===== src/verilog/jtag_debug_pkg.sv =====
`default_nettype none

package jtag_debug_pkg;

	// Widths
	localparam int IR_WIDTH        = 4;
	localparam int ADDR_WIDTH      = 8;
	localparam int DATA_WIDTH      = 32;
	localparam int CNT_WIDTH       = 32;
	localparam int IBUF_WIDTH      = 4;
	localparam int PRBS_CTRL_WIDTH = 2;

	// Instruction codes, anything unlisted falls back to bypass
	localparam logic [IR_WIDTH-1:0] INSTR_IDCODE    = 4'h1;
	localparam logic [IR_WIDTH-1:0] INSTR_CFG_ADDR  = 4'h2;
	localparam logic [IR_WIDTH-1:0] INSTR_CFG_WRITE = 4'h3;
	localparam logic [IR_WIDTH-1:0] INSTR_CFG_READ  = 4'h4;
	localparam logic [IR_WIDTH-1:0] INSTR_BYPASS    = '1;

	localparam logic [IR_WIDTH-1:0] IR_CAPTURE      = 4'b0001;
	localparam logic [IR_WIDTH-1:0] TAP_RESET_INSTR = INSTR_IDCODE;

	// Bit 0 must stay set per IEEE 1149.1
	localparam logic [DATA_WIDTH-1:0] IDCODE_VALUE = 32'h4A7C_0F11;

	// Register map
	localparam logic [ADDR_WIDTH-1:0] ADDR_PRBS_CTRL = 8'h00;
	localparam logic [ADDR_WIDTH-1:0] ADDR_PRBS_INJ  = 8'h01;
	localparam logic [ADDR_WIDTH-1:0] ADDR_SCRATCH   = 8'h02;
	localparam logic [ADDR_WIDTH-1:0] ADDR_IBUF_DIS  = 8'h03;
	localparam logic [ADDR_WIDTH-1:0] ADDR_PRBS_ERR  = 8'h10;
	localparam logic [ADDR_WIDTH-1:0] ADDR_PRBS_BITS = 8'h11;

	// PRBS control bits
	localparam int PRBS_GEN_BIT = 0;
	localparam int PRBS_CHK_BIT = 1;

	// Reset values
	localparam logic [PRBS_CTRL_WIDTH-1:0] RST_PRBS_CTRL = '0;
	localparam logic [DATA_WIDTH-1:0]      RST_SCRATCH   = '0;
	localparam logic [IBUF_WIDTH-1:0]      RST_IBUF_DIS  = '1;

	// PRBS7, x^7 + x^6 + 1
	localparam int                     PRBS_ORDER = 7;
	localparam logic [PRBS_ORDER-1:0]  PRBS_SEED  = '1;

	// Bits dropped by the checker before it trusts its history
	localparam int PRBS_SYNC_BITS = 16;
	localparam int SYNC_CNT_WIDTH = $clog2(PRBS_SYNC_BITS + 1);

endpackage

`default_nettype wire


===== src/verilog/cfg_bus_if.sv =====
`timescale 1ns/1ps
`default_nettype none

interface cfg_bus_if;

	logic [jtag_debug_pkg::ADDR_WIDTH-1:0] addr;
	logic [jtag_debug_pkg::DATA_WIDTH-1:0] wdata;
	logic                                  wr_stb;
	// Combinational from addr
	logic [jtag_debug_pkg::DATA_WIDTH-1:0] rdata;

	modport tap (
		output addr,
		output wdata,
		output wr_stb,
		input  rdata
	);

	modport regs (
		input  addr,
		input  wdata,
		input  wr_stb,
		output rdata
	);

endinterface

`default_nettype wire


===== src/verilog/prbs_dbg_if.sv =====
`timescale 1ns/1ps
`default_nettype none

interface prbs_dbg_if;

	logic                                 gen_en;
	logic                                 chk_en;
	// Single cycle pulse
	logic                                 inj_err;
	logic [jtag_debug_pkg::CNT_WIDTH-1:0] err_count;
	logic [jtag_debug_pkg::CNT_WIDTH-1:0] bit_count;

	modport regs (
		output gen_en,
		output chk_en,
		output inj_err,
		input  err_count,
		input  bit_count
	);

	modport bist (
		input  gen_en,
		input  chk_en,
		input  inj_err,
		output err_count,
		output bit_count
	);

endinterface

`default_nettype wire


===== src/verilog/jtag_tap.sv =====
`timescale 1ns/1ps
`default_nettype none

module jtag_tap (
	input wire logic clk,
	input wire logic reset_i,
	input wire logic tck_i,
	input wire logic tms_i,
	input wire logic tdi_i,
	input wire logic trst_n_i,
	output logic     tdo_o,
	cfg_bus_if.tap   bus
);
	typedef enum logic [3:0] {
		TLR, RTI,
		SEL_DR, CAP_DR, SHIFT_DR, EXIT1_DR, PAUSE_DR, EXIT2_DR, UPD_DR,
		SEL_IR, CAP_IR, SHIFT_IR, EXIT1_IR, PAUSE_IR, EXIT2_IR, UPD_IR
	} tap_state_t;

	// Pin order is {trst_n, tdi, tms, tck}
	logic [3:0] pin_s1;
	logic [3:0] pin_s2;
	logic       tck_q;
	logic       tck_rise;
	logic       tck_fall;
	logic       tms_s;
	logic       tdi_s;
	logic       trst_n_s;

	tap_state_t state;
	tap_state_t state_nxt;

	logic [jtag_debug_pkg::IR_WIDTH-1:0]   ir;
	logic [jtag_debug_pkg::IR_WIDTH-1:0]   ir_shift;
	logic [jtag_debug_pkg::DATA_WIDTH-1:0] dr_shift;
	logic [jtag_debug_pkg::ADDR_WIDTH-1:0] addr_reg;
	logic                                  bypass_reg;
	logic                                  wr_stb;
	logic is_idcode, is_addr, is_write, is_read, is_bypass;

	always_ff @(posedge clk) begin
		if (reset_i) begin
			pin_s1 <= '0;
			pin_s2 <= '0;
			tck_q  <= 1'b0;
		end else begin
			pin_s1 <= {trst_n_i, tdi_i, tms_i, tck_i};
			pin_s2 <= pin_s1;
			tck_q  <= pin_s2[0];
		end
	end

	assign tck_rise = pin_s2[0] & ~tck_q;
	assign tck_fall = ~pin_s2[0] & tck_q;
	assign tms_s    = pin_s2[1];
	assign tdi_s    = pin_s2[2];
	assign trst_n_s = pin_s2[3];

	always_comb begin
		case (state)
			TLR:      state_nxt = tms_s ? TLR      : RTI;
			RTI:      state_nxt = tms_s ? SEL_DR   : RTI;
			SEL_DR:   state_nxt = tms_s ? SEL_IR   : CAP_DR;
			CAP_DR:   state_nxt = tms_s ? EXIT1_DR : SHIFT_DR;
			SHIFT_DR: state_nxt = tms_s ? EXIT1_DR : SHIFT_DR;
			EXIT1_DR: state_nxt = tms_s ? UPD_DR   : PAUSE_DR;
			PAUSE_DR: state_nxt = tms_s ? EXIT2_DR : PAUSE_DR;
			EXIT2_DR: state_nxt = tms_s ? UPD_DR   : SHIFT_DR;
			UPD_DR:   state_nxt = tms_s ? SEL_DR   : RTI;
			SEL_IR:   state_nxt = tms_s ? TLR      : CAP_IR;
			CAP_IR:   state_nxt = tms_s ? EXIT1_IR : SHIFT_IR;
			SHIFT_IR: state_nxt = tms_s ? EXIT1_IR : SHIFT_IR;
			EXIT1_IR: state_nxt = tms_s ? UPD_IR   : PAUSE_IR;
			PAUSE_IR: state_nxt = tms_s ? EXIT2_IR : PAUSE_IR;
			EXIT2_IR: state_nxt = tms_s ? UPD_IR   : SHIFT_IR;
			UPD_IR:   state_nxt = tms_s ? SEL_DR   : RTI;
			default:  state_nxt = TLR;
		endcase
	end

	always_comb begin
		is_idcode = 1'b0;
		is_addr   = 1'b0;
		is_write  = 1'b0;
		is_read   = 1'b0;
		is_bypass = 1'b0;
		case (ir)
			jtag_debug_pkg::INSTR_IDCODE:    is_idcode = 1'b1;
			jtag_debug_pkg::INSTR_CFG_ADDR:  is_addr   = 1'b1;
			jtag_debug_pkg::INSTR_CFG_WRITE: is_write  = 1'b1;
			jtag_debug_pkg::INSTR_CFG_READ:  is_read   = 1'b1;
			jtag_debug_pkg::INSTR_BYPASS:    is_bypass = 1'b1;
			default:                         is_bypass = 1'b1;
		endcase
	end

	// TRST_N only touches the controller, not the config address
	always_ff @(posedge clk) begin
		if (reset_i || !trst_n_s) begin
			state  <= TLR;
			ir     <= jtag_debug_pkg::TAP_RESET_INSTR;
			wr_stb <= 1'b0;
		end else begin
			wr_stb <= 1'b0;
			if (tck_rise) begin
				state <= state_nxt;
				if (state_nxt == TLR)
					ir <= jtag_debug_pkg::TAP_RESET_INSTR;
				else if (state_nxt == UPD_IR)
					ir <= ir_shift;
				if (state_nxt == UPD_DR && is_write)
					wr_stb <= 1'b1;
			end
		end
	end

	always_ff @(posedge clk) begin
		if (reset_i)
			addr_reg <= '0;
		else if (tck_rise && state_nxt == UPD_DR && is_addr)
			addr_reg <= dr_shift[jtag_debug_pkg::ADDR_WIDTH-1:0];
	end

	// Capture acts on entry, shift on each rise spent in the shift state
	always_ff @(posedge clk) begin
		if (tck_rise) begin
			if (state_nxt == CAP_IR)
				ir_shift <= jtag_debug_pkg::IR_CAPTURE;
			else if (state == SHIFT_IR)
				ir_shift <= {tdi_s, ir_shift[jtag_debug_pkg::IR_WIDTH-1:1]};

			if (state_nxt == CAP_DR) begin
				bypass_reg <= 1'b0;
				if (is_idcode)
					dr_shift <= jtag_debug_pkg::IDCODE_VALUE;
				else if (is_addr)
					dr_shift <= {{(jtag_debug_pkg::DATA_WIDTH -
						jtag_debug_pkg::ADDR_WIDTH){1'b0}}, addr_reg};
				else if (is_read)
					dr_shift <= bus.rdata;
			end else if (state == SHIFT_DR) begin
				bypass_reg <= tdi_s;
				// Address register is only 8 bits long
				if (is_addr)
					dr_shift[jtag_debug_pkg::ADDR_WIDTH-1:0] <=
						{tdi_s, dr_shift[jtag_debug_pkg::ADDR_WIDTH-1:1]};
				else
					dr_shift <= {tdi_s, dr_shift[jtag_debug_pkg::DATA_WIDTH-1:1]};
			end
		end
	end

	always_ff @(posedge clk) begin
		if (reset_i) begin
			tdo_o <= 1'b0;
		end else if (tck_fall) begin
			if (state == SHIFT_IR)
				tdo_o <= ir_shift[0];
			else if (state == SHIFT_DR)
				tdo_o <= is_bypass ? bypass_reg : dr_shift[0];
			else
				tdo_o <= 1'b0;
		end
	end

	assign bus.addr   = addr_reg;
	assign bus.wdata  = dr_shift;
	assign bus.wr_stb = wr_stb;

endmodule

`default_nettype wire


===== src/verilog/cfg_regs.sv =====
`timescale 1ns/1ps
`default_nettype none

module cfg_regs (
	input wire logic clk,
	input wire logic reset_i,
	cfg_bus_if.regs  bus,
	prbs_dbg_if.regs prbs,
	output logic [jtag_debug_pkg::IBUF_WIDTH-1:0] disable_ibuf_o
);
	logic [jtag_debug_pkg::PRBS_CTRL_WIDTH-1:0] prbs_ctrl;
	logic [jtag_debug_pkg::DATA_WIDTH-1:0]      scratch;
	logic [jtag_debug_pkg::IBUF_WIDTH-1:0]      ibuf_dis;
	logic                                       inj_err_q;
	logic                                       inj_hit;

	assign inj_hit = bus.wr_stb && (bus.addr == jtag_debug_pkg::ADDR_PRBS_INJ);

	always_ff @(posedge clk) begin
		if (reset_i) begin
			prbs_ctrl <= jtag_debug_pkg::RST_PRBS_CTRL;
			scratch   <= jtag_debug_pkg::RST_SCRATCH;
			ibuf_dis  <= jtag_debug_pkg::RST_IBUF_DIS;
			inj_err_q <= 1'b0;
		end else begin
			// Write data itself is ignored for the inject address
			inj_err_q <= inj_hit;
			if (bus.wr_stb) begin
				case (bus.addr)
					jtag_debug_pkg::ADDR_PRBS_CTRL:
						prbs_ctrl <= bus.wdata[jtag_debug_pkg::PRBS_CTRL_WIDTH-1:0];
					jtag_debug_pkg::ADDR_SCRATCH:
						scratch <= bus.wdata;
					jtag_debug_pkg::ADDR_IBUF_DIS:
						ibuf_dis <= bus.wdata[jtag_debug_pkg::IBUF_WIDTH-1:0];
					default: ;
				endcase
			end
		end
	end

	// Read back, unmapped and write-only addresses return zero
	always_comb begin
		bus.rdata = '0;
		case (bus.addr)
			jtag_debug_pkg::ADDR_PRBS_CTRL:
				bus.rdata[jtag_debug_pkg::PRBS_CTRL_WIDTH-1:0] = prbs_ctrl;
			jtag_debug_pkg::ADDR_SCRATCH:
				bus.rdata = scratch;
			jtag_debug_pkg::ADDR_IBUF_DIS:
				bus.rdata[jtag_debug_pkg::IBUF_WIDTH-1:0] = ibuf_dis;
			jtag_debug_pkg::ADDR_PRBS_ERR:
				bus.rdata = prbs.err_count;
			jtag_debug_pkg::ADDR_PRBS_BITS:
				bus.rdata = prbs.bit_count;
			default:
				bus.rdata = '0;
		endcase
	end

	// Status and control mapping to the PRBS block
	assign prbs.gen_en  = prbs_ctrl[jtag_debug_pkg::PRBS_GEN_BIT];
	assign prbs.chk_en  = prbs_ctrl[jtag_debug_pkg::PRBS_CHK_BIT];
	assign prbs.inj_err = inj_err_q;

	assign disable_ibuf_o = ibuf_dis;

endmodule

`default_nettype wire


===== src/verilog/prbs_bist.sv =====
`timescale 1ns/1ps
`default_nettype none

module prbs_bist (
	input wire logic clk,
	input wire logic reset_i,
	prbs_dbg_if.bist prbs,
	output logic     prbs_o,
	input wire logic prbs_i
);
	localparam int N = jtag_debug_pkg::PRBS_ORDER;

	logic [N-1:0] gen_lfsr;
	logic         gen_bit;

	logic [N-1:0]                              chk_hist;
	logic                                      chk_pred;
	logic [jtag_debug_pkg::SYNC_CNT_WIDTH-1:0] sync_cnt;
	logic                                      chk_locked;

	// Generator, taps at x^7 and x^6
	assign gen_bit = gen_lfsr[N-1] ^ gen_lfsr[N-2];

	always_ff @(posedge clk) begin
		if (reset_i) begin
			gen_lfsr <= jtag_debug_pkg::PRBS_SEED;
			prbs_o   <= 1'b0;
		end else if (prbs.gen_en) begin
			gen_lfsr <= {gen_lfsr[N-2:0], gen_bit};
			// Error only on the line, LFSR keeps the clean sequence
			prbs_o   <= gen_bit ^ prbs.inj_err;
		end
	end

	// Checker predicts from received bits, so it locks onto any phase
	assign chk_pred   = chk_hist[N-1] ^ chk_hist[N-2];
	assign chk_locked = (sync_cnt == jtag_debug_pkg::SYNC_CNT_WIDTH'(
		jtag_debug_pkg::PRBS_SYNC_BITS));

	always_ff @(posedge clk) begin
		if (reset_i) begin
			chk_hist       <= '0;
			sync_cnt       <= '0;
			prbs.err_count <= '0;
			prbs.bit_count <= '0;
		end else if (!prbs.chk_en) begin
			sync_cnt <= '0;
		end else begin
			chk_hist <= {chk_hist[N-2:0], prbs_i};
			if (!chk_locked) begin
				sync_cnt <= sync_cnt + 1'b1;
			end else begin
				prbs.bit_count <= prbs.bit_count + 1'b1;
				// One flipped bit hits now and at taps 6 and 7 later
				if (prbs_i != chk_pred)
					prbs.err_count <= prbs.err_count + 1'b1;
			end
		end
	end

endmodule

`default_nettype wire


===== src/verilog/jtag_debug_top.sv =====
`timescale 1ns/1ps
`default_nettype none

module jtag_debug_top (
	input wire logic clk,
	input wire logic reset_i,

	input wire logic tck_i,
	input wire logic tms_i,
	input wire logic tdi_i,
	input wire logic trst_n_i,
	output logic     tdo_o,

	output logic     prbs_o,
	input wire logic prbs_i,

	output logic [jtag_debug_pkg::IBUF_WIDTH-1:0] disable_ibuf_o
);
	cfg_bus_if  u_cfg_bus ();
	prbs_dbg_if u_prbs_dbg ();

	jtag_tap u_tap (
		.clk      (clk),
		.reset_i  (reset_i),
		.tck_i    (tck_i),
		.tms_i    (tms_i),
		.tdi_i    (tdi_i),
		.trst_n_i (trst_n_i),
		.tdo_o    (tdo_o),
		.bus      (u_cfg_bus.tap)
	);

	cfg_regs u_regs (
		.clk            (clk),
		.reset_i        (reset_i),
		.bus            (u_cfg_bus.regs),
		.prbs           (u_prbs_dbg.regs),
		.disable_ibuf_o (disable_ibuf_o)
	);

	prbs_bist u_prbs (
		.clk     (clk),
		.reset_i (reset_i),
		.prbs    (u_prbs_dbg.bist),
		.prbs_o  (prbs_o),
		.prbs_i  (prbs_i)
	);

endmodule

`default_nettype wire


===== config.mk =====
export PLATFORM = sky130hd
export DESIGN_NAME = jtag_debug_top
export DESIGN_NICKNAME = d
export VERILOG_FILES = /design/src/verilog/jtag_debug_pkg.sv /design/src/verilog/cfg_bus_if.sv /design/src/verilog/prbs_dbg_if.sv /design/src/verilog/jtag_tap.sv /design/src/verilog/cfg_regs.sv /design/src/verilog/prbs_bist.sv /design/src/verilog/jtag_debug_top.sv
export SDC_FILE = /design/constraint.sdc
export NUM_CORES = 1
export LEC_CHECK = 0
export BUFFER_PORTS_ARGS = -buffer_cell sky130_fd_sc_hd__buf_2
export CAP_MARGIN = 20
export CORE_AREA = 2 2 127 129
export CTS_CLUSTER_DIAMETER = 40
export DETAILED_ROUTE_END_ITERATION = 8
export DIE_AREA = 0 0 129 131
export PLACE_DENSITY = 0.81
export SLEW_MARGIN = 20
export SYNTH_ARGS = -nofsm -noshare
export SYNTH_HDL_FRONTEND = slang
export SYNTH_SLANG_ARGS = --single-unit

===== constraint.sdc =====
create_clock -name clk -period 10.16 [get_ports clk]
set_clock_uncertainty 0.15 [all_clocks]
set_input_delay 1.524 -clock clk [delete_from_list [all_inputs] [get_ports clk]]
set_output_delay 1.524 -clock clk [all_outputs]
set_load 0.01 [all_outputs]

==> impl_metrics.json <==
{
  "status": "complete, no violations",
  "ys_types": 65,
  "antenna_found_initial": 0,
  "finalHoldViolCount": 0,
  "p_per_area_mw_per_mm2": 135,
  "core-area_mm2": 0.0156,
  "ys_seq_area_share_pct": 41.6,
  "vdd_drop_max_v": 0.000128,
  "synth_area_mm2": 0.00990,
  "clock-sinks": 187,
  "grt_pass1_vias": 7306,
  "drtAntennaViolNets": 0,
  "maxCapViolations": 0,
  "startpoint_type": "input pin",
  "cts_tree": "yes",
  "path_class": "in2reg",
  "synth_flop_cell": "dfxtp_1",
  "reg2reg_slack_ns": 7.05,
  "portBuffers": 12,
  "initialDrtViolationCount": 751,
  "wirelength_mm": 22.2,
  "numCtsBuffers": 17,
  "synthCells": 1092,
  "muxShareOfSynthArea_pct": 10.5,
  "crit_fanout": 94,
  "die_area_mm2": 0.0169,
  "grt_max_degree": 95,
  "synthArstFlopShare_pct": 0,
  "synth_area_leader_cell": "dfxtp_1",
  "cts_setup_buffers": 0,
  "finalCriticalPeriod_ns": 3.44,
  "dr.pass1.iters": 5,
  "cts_max_level": 4,
  "fillers": 1236,
  "place_congestion": 0.826,
  "required_ns": 10.33,
  "n_antenna_cell": 0,
  "nNetsFinal": 1063,
  "start_util_pct": 63.5,
  "place_ws_ns": 6.28,
  "grt_first_pass_wirelength_mm": 36.8,
  "dp.cells": 1249,
  "design_area_mm2": 0.0106,
  "yosys-top-cells-area": "dfxtp_1, edfxtp_1, mux2i_1",
  "synth.avg_cell_area_um2": 9.06,
  "drive_above_1_share_pct": 10.5,
  "synthAdderAreaFrac_pct": 0.506,
  "placed_cell_area_mm2": 0.0100,
  "rsz0062_at_grt": "no",
  "synth_top_family_by_area": "simple AND/OR/NAND/NOR gates",
  "clk_path_buf_depth": 2,
  "netlist.area_leader.share_pct": 30.3,
  "io_pins": 13,
  "cellLeakagePower_nw": 3.51,
  "synth_compound_area_share_pct": 11.9,
  "ys_ff_latch": 187,
  "die_x_um": 129,
  "tns_ns": 0,
  "slew-limit-headroom_pct": 31.9,
  "fin_cells": 1281,
  "ys_warn_count": 0,
  "fmax_ghz": 0.290,
  "postCtsHoldBufs": 0,
  "die_y_um": 131,
  "hold_path.class": "reg2reg",
  "grt_util_all_layers_pct": 27.4,
  "final_util_pct": 67.8,
  "area_delta_synth_final_pct": 6.80,
  "drc": 0,
  "arrival_ns": 3.61,
  "cts_root_buf": "clkbuf_16",
  "synth-edff-count": 37,
  "yosys.area_share.simple_pct": 29.1,
  "routed_via_density": 6.15,
  "post_cts_resize_count": 0,
  "wl_per_cell_um": 17.3,
  "finalSetupViolCount": 0,
  "dr_total_vias": 7874,
  "grt-ovfl-total": 0,
  "worst_slack_ns": 6.72,
  "period_share_pct": 33.9,
  "slew_viol_final": 0,
  "hpwl_mm": 14.2,
  "clk_latency_ns": 0.43,
  "synth-xor-area-share_pct": 1.82,
  "path_clk_slew_ns": 0.07,
  "worst_pin_slew_ns": 1.02,
  "num_rows": 46,
  "cp-end-kind": "flop",
  "synthesis.nets": 1103
}
[metal layers]
layer	vias up	share of wire (%)	GRT usage [%]	routed length [um]
li1	3855	-	-	-
met1	3720	46	38.8	10300
met2	261	45	42.0	9900
met3	38	6.6	4.97	1470
met4	0	2.3	10.5	503
met5	-	0	0	0
[layout make-up]
class	instances	area [um^2]	area share [%]
Multi-Input combinational cell	803	5380	50.9
Sequential cell	187	4120	38.9
Clock buffer	18	450	4.26
Tap cell	216	270	2.56
Timing Repair Buffer	27	175	1.66
Clock inverter	14	116	1.10
Inverter	16	60.1	0.568
[cell usage in the layout, fill, tap and decap left out, types with 4 or more instances in the layout]
| master | count |
|---|---|
| a211o_1 | 12 |
| a21oi_1 | 54 |
| a22oi_1 | 14 |
| a2bb2oi_1 | 12 |
| a31oi_1 | 4 |
| and2_1 | 8 |
| and3_1 | 22 |
| and4_1 | 11 |
| buf_2 | 11 |
| buf_4 | 16 |
| clkbuf_16 | 18 |
| dfxtp_1 | 149 |
| edfxtp_1 | 37 |
| ha_1 | 4 |
| inv_1 | 16 |
| inv_6 | 8 |
| mux2_2 | 34 |
| mux2i_1 | 66 |
| nand2_1 | 51 |
| nand2b_1 | 76 |
| nand3_1 | 29 |
| nand3b_1 | 34 |
| nand4_1 | 23 |
| nor2_1 | 90 |
| nor2b_1 | 62 |
| nor3_1 | 15 |
| nor4_1 | 30 |
| o211ai_1 | 5 |
| o21ai_0 | 40 |
| o31ai_1 | 21 |
| or3_1 | 10 |
| or4_1 | 12 |
| xnor2_1 | 5 |
| xor2_1 | 13 |
[through the flow]
stage / hold WS [ns] / total power, W
floorplan: 0.264 / 0.000794
global placement: 0.269 / 0.000798
detailed placement: 0.278 / 0.000800
CTS: 0.294 / 0.00143
global route: 0.325 / 0.00147
finish: 0.289 / 0.00143
[cell usage after synthesis, drive strengths merged, types with 13 or more instances]
cell,n
mux2i,66
nor4,31
o31ai,21
or4,13
nor2,90
nand2b,76
and3,22
o21ai,40
nand2,51
nand3b,34
nor2b,63
inv,16
dfxtp,150
nand3,29
edfxtp,37
a21oi,54
clkbuf,72
mux2,34
nand4,23
a22oi,14
nor3,16
xor2,13
buf,14
[worst max-delay path, stage by stage]
cell and delay, ns:
buf_4 0.25, buf_4 0.63, buf_4 0.75, nor2b_1 0.10, mux2_2 0.28
[path summary, 6_finish.rpt]
check | to | depth (start not counted) | from
worst max-delay path | u_prbs.prbs.bit_count[30] | 5 | reset_i
worst min-delay path | u_tap.pin_s2[0] | 1 | u_tap.pin_s1[0]
worst max register to register | u_tap.bus.wdata[1] | 5 | u_tap.state[1]
worst min register to register | u_tap.pin_s2[0] | 1 | u_tap.pin_s1[0]
[power breakdown]
group	internal (W)	switching [W]	total (W)
combinational	0.00000982	0.0000167	0.0000265
sequential	0.000754	0.00000149	0.000756
clock	0.000337	0.000310	0.000647
[cell families (layout without fill, tap and decap cells)]
group                      after synthesis  count (layout)
and+or+nand+nor                        497             497
DFF                                    187             187
AOI/OAI and AO/OA                      183             183
buffers and inverters                  102              75
muxes                                  100             100
xor gates and xnor gates                19              19
adders and majority gates                4               4
Note: power is estimated with default switching activity, not from simulation.
